## config.mk

```make
export PLATFORM = sky130hd
export DESIGN_NAME = otp_lci_top
export DESIGN_NICKNAME = d
export VERILOG_FILES = /design/src/otp_lci_pkg.sv /design/src/otp_lci_top.sv /design/src/otp_lci.sv /design/src/otp_macro.sv
export SDC_FILE = /design/constraint.sdc
export NUM_CORES = 1
export LEC_CHECK = 0
export BUFFER_PORTS_ARGS = -buffer_cell sky130_fd_sc_hd__buf_2
export CELL_PAD_IN_SITES_DETAIL_PLACEMENT = 1
export CELL_PAD_IN_SITES_GLOBAL_PLACEMENT = 2
export CORE_MARGIN = 4
export CORE_UTILIZATION = 35
export DETAILED_ROUTE_END_ITERATION = 7
export GPL_TIMING_DRIVEN = 1
export PLACE_DENSITY = 0.86
export SLEW_MARGIN = 20
export SYNTH_ARGS = -nofsm -noshare
export SYNTH_HDL_FRONTEND = slang
export SYNTH_SLANG_ARGS = --single-unit
export TNS_END_PERCENT = 1
```

## constraint.sdc

```tcl
create_clock -name clk_i -period 2.7 [get_ports clk_i]
set_input_delay 0.405 -clock clk_i [delete_from_list [all_inputs] [get_ports clk_i]]
set_output_delay 0.405 -clock clk_i [all_outputs]
set_load 0.05 [all_outputs]
```

## src/otp_lci_pkg.sv

```systemverilog
package otp_lci_pkg;

  ////////////////////////////////////////////////////////////
  // OTP geometry
  ////////////////////////////////////////////////////////////

  // Native OTP word and macro address widths
  localparam int OtpWidth     = 16;
  localparam int OtpAddrWidth = 6;
  localparam int OtpDepth     = 2 ** OtpAddrWidth;

  // Life cycle partition placement, in native words
  localparam int LcPartWords  = 4;
  localparam int LcPartOffset = 8;

  // Word counter covering the partition
  localparam int CntWidth = 2;
  localparam logic [CntWidth-1:0] LcLastWord = CntWidth'(LcPartWords - 1);

  ////////////////////////////////////////////////////////////
  // Basic types
  ////////////////////////////////////////////////////////////

  typedef logic [OtpWidth-1:0] otp_word_t;
  typedef logic [OtpAddrWidth-1:0] otp_addr_t;

  // Full life cycle value, lowest word first
  typedef logic [LcPartWords*OtpWidth-1:0] lc_value_t;

  // Multibit escalation encoding
  typedef logic [3:0] lc_tx_t;
  localparam lc_tx_t LcTxOff = 4'b1010;
  localparam lc_tx_t LcTxOn  = 4'b0101;

  // Loose test, anything but Off counts as active
  function automatic logic lc_tx_active(lc_tx_t val);
    return val != LcTxOff;
  endfunction

  // Error codes from the macro and the interface FSM
  typedef enum logic [2:0] {
    NoError              = 3'd0,
    MacroWriteBlankError = 3'd1,
    MacroError           = 3'd2,
    FsmStateError        = 3'd3
  } otp_err_e;

  // Interface FSM states
  typedef enum logic [2:0] {
    ResetSt     = 3'd0,
    IdleSt      = 3'd1,
    WriteSt     = 3'd2,
    WriteWaitSt = 3'd3,
    ErrorSt     = 3'd4
  } lci_state_e;

  // One word write toward the macro
  typedef struct packed {
    otp_addr_t addr;
    otp_word_t wdata;
  } otp_wr_req_t;

endpackage
```

## src/otp_lci_top.sv

```systemverilog
module otp_lci_top (
  input  logic                   clk_i,
  input  logic                   rst_ni,
  input  logic                   lci_en_i,
  input  logic                   lc_req_i,
  input  otp_lci_pkg::lc_tx_t    escalate_en_i,
  input  otp_lci_pkg::lc_value_t lc_data_i,
  output logic                   lc_ack_o,
  output logic                   lc_err_o,
  output otp_lci_pkg::otp_err_e  error_o,
  output logic                   fsm_err_o,
  output logic                   lci_idle_o
);

  import otp_lci_pkg::*;

  // Interface to macro link
  logic        otp_req;
  otp_wr_req_t otp_wr;
  logic        otp_gnt;
  logic        otp_rvalid;
  otp_err_e    otp_err;

  // Life cycle programming FSM
  otp_lci u_otp_lci (
    .clk_i,
    .rst_ni,
    .lci_en_i,
    .lc_req_i,
    .escalate_en_i,
    .lc_data_i,
    .lc_ack_o,
    .lc_err_o,
    .error_o,
    .fsm_err_o,
    .lci_idle_o,
    .otp_req_o    (otp_req),
    .otp_wr_o     (otp_wr),
    .otp_gnt_i    (otp_gnt),
    .otp_rvalid_i (otp_rvalid),
    .otp_err_i    (otp_err)
  );

  // Behavioral fuse array
  otp_macro u_otp_macro (
    .clk_i,
    .rst_ni,
    .req_i     (otp_req),
    .wr_i      (otp_wr),
    .gnt_o     (otp_gnt),
    .rvalid_o  (otp_rvalid),
    .rsp_err_o (otp_err)
  );

endmodule

```

## src/otp_lci.sv

```systemverilog
module otp_lci (
  input  logic                     clk_i,
  input  logic                     rst_ni,
  // Lets the FSM leave reset state
  input  logic                     lci_en_i,
  // Requester side
  input  logic                     lc_req_i,
  input  otp_lci_pkg::lc_tx_t      escalate_en_i,
  input  otp_lci_pkg::lc_value_t   lc_data_i,
  output logic                     lc_ack_o,
  output logic                     lc_err_o,
  // Status toward error and alert logic
  output otp_lci_pkg::otp_err_e    error_o,
  output logic                     fsm_err_o,
  output logic                     lci_idle_o,
  // OTP macro side
  output logic                     otp_req_o,
  output otp_lci_pkg::otp_wr_req_t otp_wr_o,
  input  logic                     otp_gnt_i,
  input  logic                     otp_rvalid_i,
  input  otp_lci_pkg::otp_err_e    otp_err_i
);

  import otp_lci_pkg::*;

  lci_state_e state_d, state_q;
  otp_err_e   error_d, error_q;

  // Redundant word counter with one copy up and one copy down
  logic                cnt_clr;
  logic                cnt_en;
  logic                cnt_err;
  logic [CntWidth-1:0] cnt_up_q;
  logic [CntWidth-1:0] cnt_dn_q;
  logic [CntWidth-1:0] cnt_sum;

  // Partition value split into native words
  otp_word_t [LcPartWords-1:0] lc_words;

  assign lc_words = lc_data_i;
  assign error_o  = error_q;

  ////////////////////////////////////////////////////////////
  // Control FSM
  ////////////////////////////////////////////////////////////

  always_comb begin
    state_d    = state_q;
    error_d    = error_q;
    cnt_clr    = 1'b0;
    cnt_en     = 1'b0;
    lci_idle_o = 1'b1;
    otp_req_o  = 1'b0;
    lc_ack_o   = 1'b0;
    lc_err_o   = 1'b0;
    fsm_err_o  = 1'b0;

    case (state_q)
      // Hold here until the interface is enabled
      ResetSt: begin
        lci_idle_o = 1'b0;
        if (lci_en_i) begin
          state_d = IdleSt;
        end
      end
      // Wait for a transition request
      IdleSt: begin
        if (lc_req_i) begin
          state_d = WriteSt;
          cnt_clr = 1'b1;
        end
      end
      // Present the current word until the macro grants it
      WriteSt: begin
        lci_idle_o = 1'b0;
        otp_req_o  = 1'b1;
        if (otp_gnt_i) begin
          state_d = WriteWaitSt;
        end
      end
      // Collect the response of the outstanding word
      WriteWaitSt: begin
        lci_idle_o = 1'b0;
        if (otp_rvalid_i) begin
          // Keep the failing code but still burn the remaining words
          if (otp_err_i != NoError) begin
            error_d = otp_err_i;
          end
          if (cnt_up_q == LcLastWord) begin
            lc_ack_o = 1'b1;
            state_d  = IdleSt;
            // Any failed word ends in the terminal state
            if (error_d != NoError) begin
              lc_err_o = 1'b1;
              state_d  = ErrorSt;
            end
          end else begin
            cnt_en  = 1'b1;
            state_d = WriteSt;
          end
        end
      end
      // Terminal state with the partition locked
      ErrorSt: begin
        if (error_q == NoError) begin
          error_d = FsmStateError;
        end
      end
      // Illegal encoding
      default: begin
        state_d   = ErrorSt;
        fsm_err_o = 1'b1;
      end
    endcase

    // Escalation or a counter fault overrides everything
    if (lc_tx_active(escalate_en_i) || cnt_err) begin
      state_d   = ErrorSt;
      fsm_err_o = 1'b1;
      if (error_q == NoError) begin
        error_d = FsmStateError;
      end
    end
  end

  ////////////////////////////////////////////////////////////
  // Word counter and write data
  ////////////////////////////////////////////////////////////

  // Both copies must always add up to the last word index
  assign cnt_sum = cnt_up_q + cnt_dn_q;
  assign cnt_err = (cnt_sum != LcLastWord);

  always_ff @(posedge clk_i or negedge rst_ni) begin
    if (!rst_ni) begin
      cnt_up_q <= '0;
      cnt_dn_q <= LcLastWord;
    end else if (cnt_clr) begin
      cnt_up_q <= '0;
      cnt_dn_q <= LcLastWord;
    end else if (cnt_en) begin
      cnt_up_q <= cnt_up_q + 1'b1;
      cnt_dn_q <= cnt_dn_q - 1'b1;
    end
  end

  // Word address is partition offset plus count
  assign otp_wr_o.addr  = otp_addr_t'(LcPartOffset) + otp_addr_t'(cnt_up_q);
  // Data only driven while requesting
  assign otp_wr_o.wdata = (state_q == WriteSt) ? lc_words[cnt_up_q] : '0;

  ////////////////////////////////////////////////////////////
  // State and error registers
  ////////////////////////////////////////////////////////////

  always_ff @(posedge clk_i or negedge rst_ni) begin
    if (!rst_ni) begin
      state_q <= ResetSt;
      error_q <= NoError;
    end else begin
      state_q <= state_d;
      error_q <= error_d;
    end
  end

  ////////////////////////////////////////////////////////////
  // Assertions
  ////////////////////////////////////////////////////////////

  // All outputs resolved once out of reset
  a_outputs_known: assert property (@(posedge clk_i) disable iff (!rst_ni)
    !$isunknown({lc_ack_o, lc_err_o, error_o, fsm_err_o, lci_idle_o, otp_req_o, otp_wr_o}));

  // Macro responses only arrive for the word in flight
  a_rsp_while_waiting: assert property (@(posedge clk_i) disable iff (!rst_ni)
    otp_rvalid_i |-> (state_q == WriteWaitSt));

  // Requester keeps its level up until the ack
  a_ack_with_req: assert property (@(posedge clk_i) disable iff (!rst_ni)
    lc_ack_o |-> lc_req_i);

endmodule

```

## src/otp_macro.sv

```systemverilog
module otp_macro (
  input  logic                     clk_i,
  input  logic                     rst_ni,
  // Write request, one word per grant
  input  logic                     req_i,
  input  otp_lci_pkg::otp_wr_req_t wr_i,
  output logic                     gnt_o,
  // Response two cycles after the grant
  output logic                     rvalid_o,
  output otp_lci_pkg::otp_err_e    rsp_err_o
);

  import otp_lci_pkg::*;

  // Fuse array where zero means blank
  otp_word_t mem_q [OtpDepth];

  // Two stage response pipe
  logic [1:0] vld_q;
  otp_err_e   err_s1_q;
  otp_err_e   err_s2_q;

  logic      busy;
  logic      wr_fire;
  logic      blank_err;
  otp_word_t old_word;

  ////////////////////////////////////////////////////////////
  // Grant and blank check
  ////////////////////////////////////////////////////////////

  // Single outstanding write so busy while a response is in flight
  assign busy    = |vld_q;
  assign gnt_o   = !busy;
  assign wr_fire = req_i && gnt_o;

  // A zero over a programmed one cannot be burnt
  assign old_word  = mem_q[wr_i.addr];
  assign blank_err = |(old_word & ~wr_i.wdata);

  ////////////////////////////////////////////////////////////
  // Fuse array
  ////////////////////////////////////////////////////////////

  always_ff @(posedge clk_i or negedge rst_ni) begin
    if (!rst_ni) begin
      for (int i = 0; i < OtpDepth; i++) begin
        mem_q[i] <= '0;
      end
    end else if (wr_fire) begin
      // Bits only ever go from 0 to 1
      mem_q[wr_i.addr] <= old_word | wr_i.wdata;
    end
  end

  ////////////////////////////////////////////////////////////
  // Response delay line
  ////////////////////////////////////////////////////////////

  always_ff @(posedge clk_i or negedge rst_ni) begin
    if (!rst_ni) begin
      vld_q <= '0;
    end else begin
      vld_q <= {vld_q[0], wr_fire};
    end
  end

  // Error code travels alongside the valid bits
  always_ff @(posedge clk_i) begin
    err_s1_q <= blank_err ? MacroWriteBlankError : NoError;
    err_s2_q <= err_s1_q;
  end

  assign rvalid_o  = vld_q[1];
  assign rsp_err_o = vld_q[1] ? err_s2_q : NoError;

  ////////////////////////////////////////////////////////////
  // Assertions
  ////////////////////////////////////////////////////////////

  // Fixed latency from grant to response
  a_rvalid_latency: assert property (@(posedge clk_i) disable iff (!rst_ni)
    wr_fire |-> ##2 rvalid_o);

  // Requester waits for the response before the next word
  a_no_req_when_busy: assert property (@(posedge clk_i) disable iff (!rst_ni)
    busy |-> !req_i);

endmodule

```

# Word-level counts from Yosys, hierarchy flattened
# Cells that the tools add are included.
[classes]
add_sub_neg = 4
magnitude_cmp = 3
n_eq_ne = 12
muxes = 47
bitwise = 4
n_reduce_logical = 14
[op_table]
columns = ["cell", "count"]
rows = [
  ["1024-bit bitwise mux", 1],
  ["16-bit binary-select mux with 6-bit select", 1],
  ["16-bit demux with 6-bit select", 1],
  ["16-bit two-way mux", 5],
  ["3-bit two-way mux", 15],
  ["16-bit binary-select mux with 2-bit select", 1],
  ["1-bit two-way mux", 17],
  ["16-bit AND", 1],
  ["16-bit NOT", 1],
  ["16-bit bitwise OR", 1],
  ["16-bit OR reduction", 1],
  ["3-bit case mux with 5 select lines", 1],
  ["2-bit two-way mux", 4],
  ["7-bit >= comparator (second input constant)", 1],
  ["7-bit by 1-bit less-than comparator with 1-bit output (second input constant)", 1],
  ["5-bit NOT with 7-bit output", 1],
  ["3-bit by 2-bit == test with 1-bit output (second input constant)", 2],
  ["3-bit zero test", 2],
  ["3-bit by 2-bit != test with 1-bit output (second input constant)", 2],
  ["3-bit case mux with 2 select lines", 1],
  ["3-bit nonzero test", 2],
  ["4-bit by 2-bit adder with 5-bit output (first input constant)", 1],
  ["5-bit AND reduction", 1],
  ["5-bit OR reduction", 1],
  ["18 further kinds", 19],
]
[word_totals]
ff_bits = 1042
in_bits = 72
out_inout_bits = 7
word_cells = 155

# Depth between registers and ports, before layout
[depth]
ltp_word = 11
depth_mapped = 9
ltp_nobuf = 6

# Cells and area by module
# From an unflattened synthesis, not the netlist that was laid out.
[unflattened]
cells_unflattened = 4594
hier_area_um2 = 45855.2
[modules_own_cells]
columns = ["module", "instances", "cells_per_inst", "area_per_inst_um2", "seq_area_each_um2"]
rows = [
  ["otp_macro", 1, 4473, 44621.5, 25714.7],
  ["otp_lci", 1, 121, 1233.7, 252.7],
]

# Least setup slack after synthesis
# OpenSTA, ideal clock, no wires.
[synth_timing]
path_kind = "register to output"
from = "register u_otp_lci.state_q[0]"
to = "output port fsm_err_o"
arrival_time_ps = 1726
required_ps = 2295
setup_slack_ps = 569
stages_incl_launch_ff = 4
n_path_buf = 1
cell_sequence = "dfrtp_1 -> clkbuf_1 -> nor2_1 -> o21ai_0"
[synth_via]
elab_chain_len = 4
elab_cells_between_ends = 8
classes_between = "eq/ne (4); mux (2); reduce/logical (2)"
[synth_rtl]
columns = ["element", "line_no", "source"]
rows = [
  ["start, declared", "otp_lci.sv:26", "lci_state_e state_d, state_q;"],
  ["start signal, assigned", "otp_lci.sv:158", "state_q <= ResetSt;"],
  ["start signal, assigned", "otp_lci.sv:161", "state_q <= state_d;"],
  ["3-bit by 1-bit == test with 1-bit output (tied with other cells)", "otp_lci.sv:58", "case (state_q)"],
  ["5-bit OR reduction (no source line) *", "--", ""],
  ["1-bit two-way mux *", "otp_lci.sv:58", ""],
  ["1-bit two-way mux *", "otp_lci.sv:117", "if (lc_tx_active(escalate_en_i) || cnt_err) begin"],
  ["end, declared", "otp_lci_top.sv:11", "output logic fsm_err_o,"],
]
# Mark *: on every way between the ends. The rest lies on a longest branch, timed or not.

# Final worst setup path
[layout_timing]
from = "register u_otp_lci.cnt_up_q[1]"
to = "output port lc_err_o"
[layout_via]
elab_chain_len = 4
[layout_rtl]
columns = ["element", "line_no", "source"]
rows = [
  ["start, declared", "otp_lci.sv:33", "logic [CntWidth-1:0] cnt_up_q;"],
  ["start signal, assigned", "otp_lci.sv:142", "cnt_up_q <= cnt_up_q + 1'b1;"],
  ["2-bit == test", "otp_lci.sv:89", "if (cnt_up_q == LcLastWord) begin"],
  ["1-bit two-way mux", "otp_lci.sv:89", ""],
  ["1-bit two-way mux", "otp_lci.sv:84", "if (otp_rvalid_i) begin"],
  ["1-bit two-way mux", "otp_lci.sv:58", ""],
  ["end, declared", "otp_lci_top.sv:9", "output logic lc_err_o,"],
]
# Every way passes these cells.

==> flow_metrics.py <==
metrics = {
    "sta": {
        "finalHoldViolCount": 0,
        "fmax_mhz": 400.3,
        "setup_viol": 0,
        "period_needed_ns": 2.498,
        "worstMarginPinSlew_ns": 0.7546,
        "fin_crit_sh": 0.9253,
        "rsz0062_at_grt": "false",
        "slew_headroom": 0.4839,
        "final_max_slew_viol_count": 0,
        "setup_tns_ns": 0,
        "clock_skew_ns": 0.009446,
    },
    "final_layout": {
        "diodes": 0,
        "areaGrowthSynthToFinish_pct": 22.11,
        "layout-drive-gt1-share": 0.3150,
        "n_fill_cell": 1236,
        "layoutNonFillerInstCount": 594,
        "seq_area_um2": 1948,
        "num-nets-final": 527,
        "utilization": 0.4417,
        "multi_input_area_um2": 1863,
    },
    "worst_setup_path": {
        "crit_chain": "buf_4 > ha_1 > nand2_1 > nor2_1 > buf_2",
        "cpMaxStageDelayCell": "dfrtp_1",
        "crit_path_end_kind": "output pin",
        "crit_type": "flop to output pin",
        "crit_fanout": 16,
        "cp_data_arrival_time_ns": 2.09,
        "cp.required_ns": 2.30,
        "cp_slowest_stage_delay_ns": 0.60,
        "start_kind": "flop",
    },
    "grt": {
        "grt_max_degree": 69,
        "grt_pass1_vias": 3538,
        "track_usage": 0.1825,
        "antenna_found_initial": 0,
        "grt_pass1_wl_mm": 18.55,
        "grt_overflow": 0,
    },
    "synth": {
        "synthAdderAreaFrac": 0.01575,
        "synth_xor_area_frac": 0.01102,
        "synth_seq_area_share": 0.4894,
        "synth_ff_type": "dfrtp_1",
        "synth_top_cell_by_area": "dfrtp_1",
        "synthCells": 371,
        "synthMuxAreaShare": 0.1839,
        "synthSimpleGateAreaFrac": 0.1244,
        "yosysUniqueCellTypes": 36,
        "syn_avg_cell_area_um2": 10.71,
        "synthArstFlopShare": 0.9744,
        "synth_top_family_by_area": "multiplexers",
        "yosys_warnings": 0,
        "ys_seq_elements": 78,
        "synth_compound_area_frac": 0.1326,
        "ys_top_cells_by_count": "nand2_1 (76), dfrtp_1 (74), o21ai_0 (68)",
        "synth_area_leaders": "dfrtp_1 (47%), mux4_2 (18%), o21ai_0 (8.6%), nand2_1 (7.2%), a21oi_1 (2.3%)",
        "synth_top_area_frac": 0.4661,
        "synth-edff-count": 0,
        "synth.most_common_cell": "nand2_1",
        "syn_area_um2": 3973,
        "syn_nets": 448,
    },
    "clock_network": {
        "path_clk_slew_ns": 0.06,
        "root_buffer": "clkbuf_16",
        "cts_buffers": 9,
        "clock_sinks": 78,
        "cts_buffer_depth": 2,
        "cts_tree": "yes",
        "clk_latency_ns": 0.34,
        "htreeDepth": 3,
    },
    "route": {
        "drc_errors": 0,
        "vias": 3214,
        "wl_per_cell_um": 18.73,
        "finalWirelength_mm": 11.13,
        "first_pass_iters": 4,
        "drtAntennaViolNets": 0,
        "vias_per_cell": 5.411,
        "drt_iter0_markers": 133,
    },
    "floorplanning": {
        "ios": 79,
        "die_h_um": 114.5,
        "start_util": 0.3617,
        "die_area_um2": 13120,
        "die_w_um": 114.5,
        "coreArea_um2": 10980,
        "num_rows": 38,
    },
    "power_and_ir_drop": {
        "irDropWorstVdd_mv": 0.3084,
        "totalPowerFinal_mw": 2.485,
        "leakage_nw": 2.328,
        "power.density_nw_per_um2": 512.2,
    },
    "worst_hold_path": {
        "hold_path_class": "flop to flop",
    },
    "flow_run": {
        "maxCapViolCount": 0,
    },
    "placed_design": {
        "gp_congestion": 0.7781,
        "dp.cells": 578,
        "dpl.hpwl_mm": 8.091,
        "io_buffers": 78,
    },
    "outcome": {
        "outcome": "finished clean",
    },
}
-- worst paths after layout --
kind | start | to | slack, ns | depth (start not counted)
worst max-delay path | u_otp_lci.cnt_up_q[1] | lc_err_o | 0.20 | 5
worst min-delay path | u_otp_macro.err_s1_q[0] | u_otp_macro.err_s2_q[0] | 0.36 | 0
worst min register to register | u_otp_macro.err_s1_q[0] | u_otp_macro.err_s2_q[0] | 0.36 | 0
worst max register to register | u_otp_lci.cnt_up_q[0] | u_otp_macro.err_s1_q[0] | 0.46 | 5
max in group asynchronous | rst_ni | u_otp_lci.cnt_up_q[0] | 1.59 | 3
min in group asynchronous | rst_ni | u_otp_lci.state_q[2] | 0.46 | 2
-- metal layers --
| metal | share of wire | global-route usage |
|---|---|---|
| met5 | 0 | 0 |
| met4 | 0.016 | 0.05701 |
| met3 | 0.042 | 0.03805 |
| met1 | 0.44 | 0.2424 |
| met2 | 0.50 | 0.3000 |
-- cell usage in the layout, fill, tap and decap left out, types with 2 or more instances in the layout --
| cell | netlist | layout |
|---|---|---|
| buf_2 | 4 | 78 |
| nand2_1 | 76 | 76 |
| dfrtp_1 | 74 | 73 |
| o21ai_0 | 68 | 68 |
| mux4_2 | 32 | 32 |
| a21oi_1 | 18 | 18 |
| inv_1 | 16 | 16 |
| buf_4 | 2 | 11 |
| nor2_1 | 10 | 10 |
| clkbuf_16 | 0 | 9 |
| nor2b_1 | 7 | 7 |
| xnor2_1 | 5 | 5 |
| o22ai_1 | 5 | 5 |
| ha_1 | 5 | 5 |
| nand4_1 | 4 | 4 |
| nor4_1 | 4 | 4 |
| and2_1 | 3 | 3 |
| a211oi_1 | 2 | 2 |
| clkinv_2 | 0 | 2 |
| dfstp_2 | 2 | 2 |
| dfxtp_1 | 2 | 2 |
-- cell type report --
cell class / instances / share of cell area
Sequential cell: 78 / 0.4016
Multi-Input combinational cell: 253 / 0.3841
Timing Repair Buffer: 92 / 0.1060
Inverter: 16 / 0.01238
Clock inverter: 4 / 0.009801
Clock buffer: 11 / 0.05004
Tap cell: 140 / 0.03611
-- sequential cells by signal, summed over array words and instances (netlist names) --
signal / cells
u_otp_macro.mem_q: 64
u_otp_lci.error_o: 3
u_otp_lci.state_q: 3
u_otp_lci.cnt_dn_q: 2
u_otp_lci.cnt_up_q: 2
u_otp_macro.vld_q: 2
u_otp_macro.err_s1_q: 1
u_otp_macro.err_s2_q: 1
-- critical path: cells and delay by family, from the launching register on --
kind	cells	cell delay [ns]
adder cells (fa/ha/maj)	1	0.29
flip-flops	1	0.60
buffers and inverters	2	0.61
AND/OR/NAND/NOR	2	0.25
-- power breakdown --
part           switching, mW  internal, mW
logic                 0.0525        0.0620
clock network          0.469         0.733
registers                  0          1.17
total                  0.521          1.96
-- stage by stage --
stage	cell area (um2)	hold WS (ns)	setup slack (ns)
global placement	4544	0.2765	0.3851
global route	4851	0.3597	0.05275
floorplan	3973	0.1094	0.5693
detailed placement	4544	0.2837	0.3164
CTS	4845	0.3552	0.05132
finish	4851	0.3556	0.2017
-- repair_timing --
action | 4_1_cts | 5_1_grt
hold buffers | 1 | 0
buffers inserted | 0 | 0
hold endpoints to repair | 6 | 0
setup endpoints to repair | 0 | 2
gates resized for setup | 0 | 2
-- kinds of logic after synthesis --
group           after synthesis
simple gates                111
compound gates               99
flops                        78
buf+inv                      40
mux                          33
xor+xnor                      5
fa+ha+maj                     5
(Power assumes the default switching activity.)
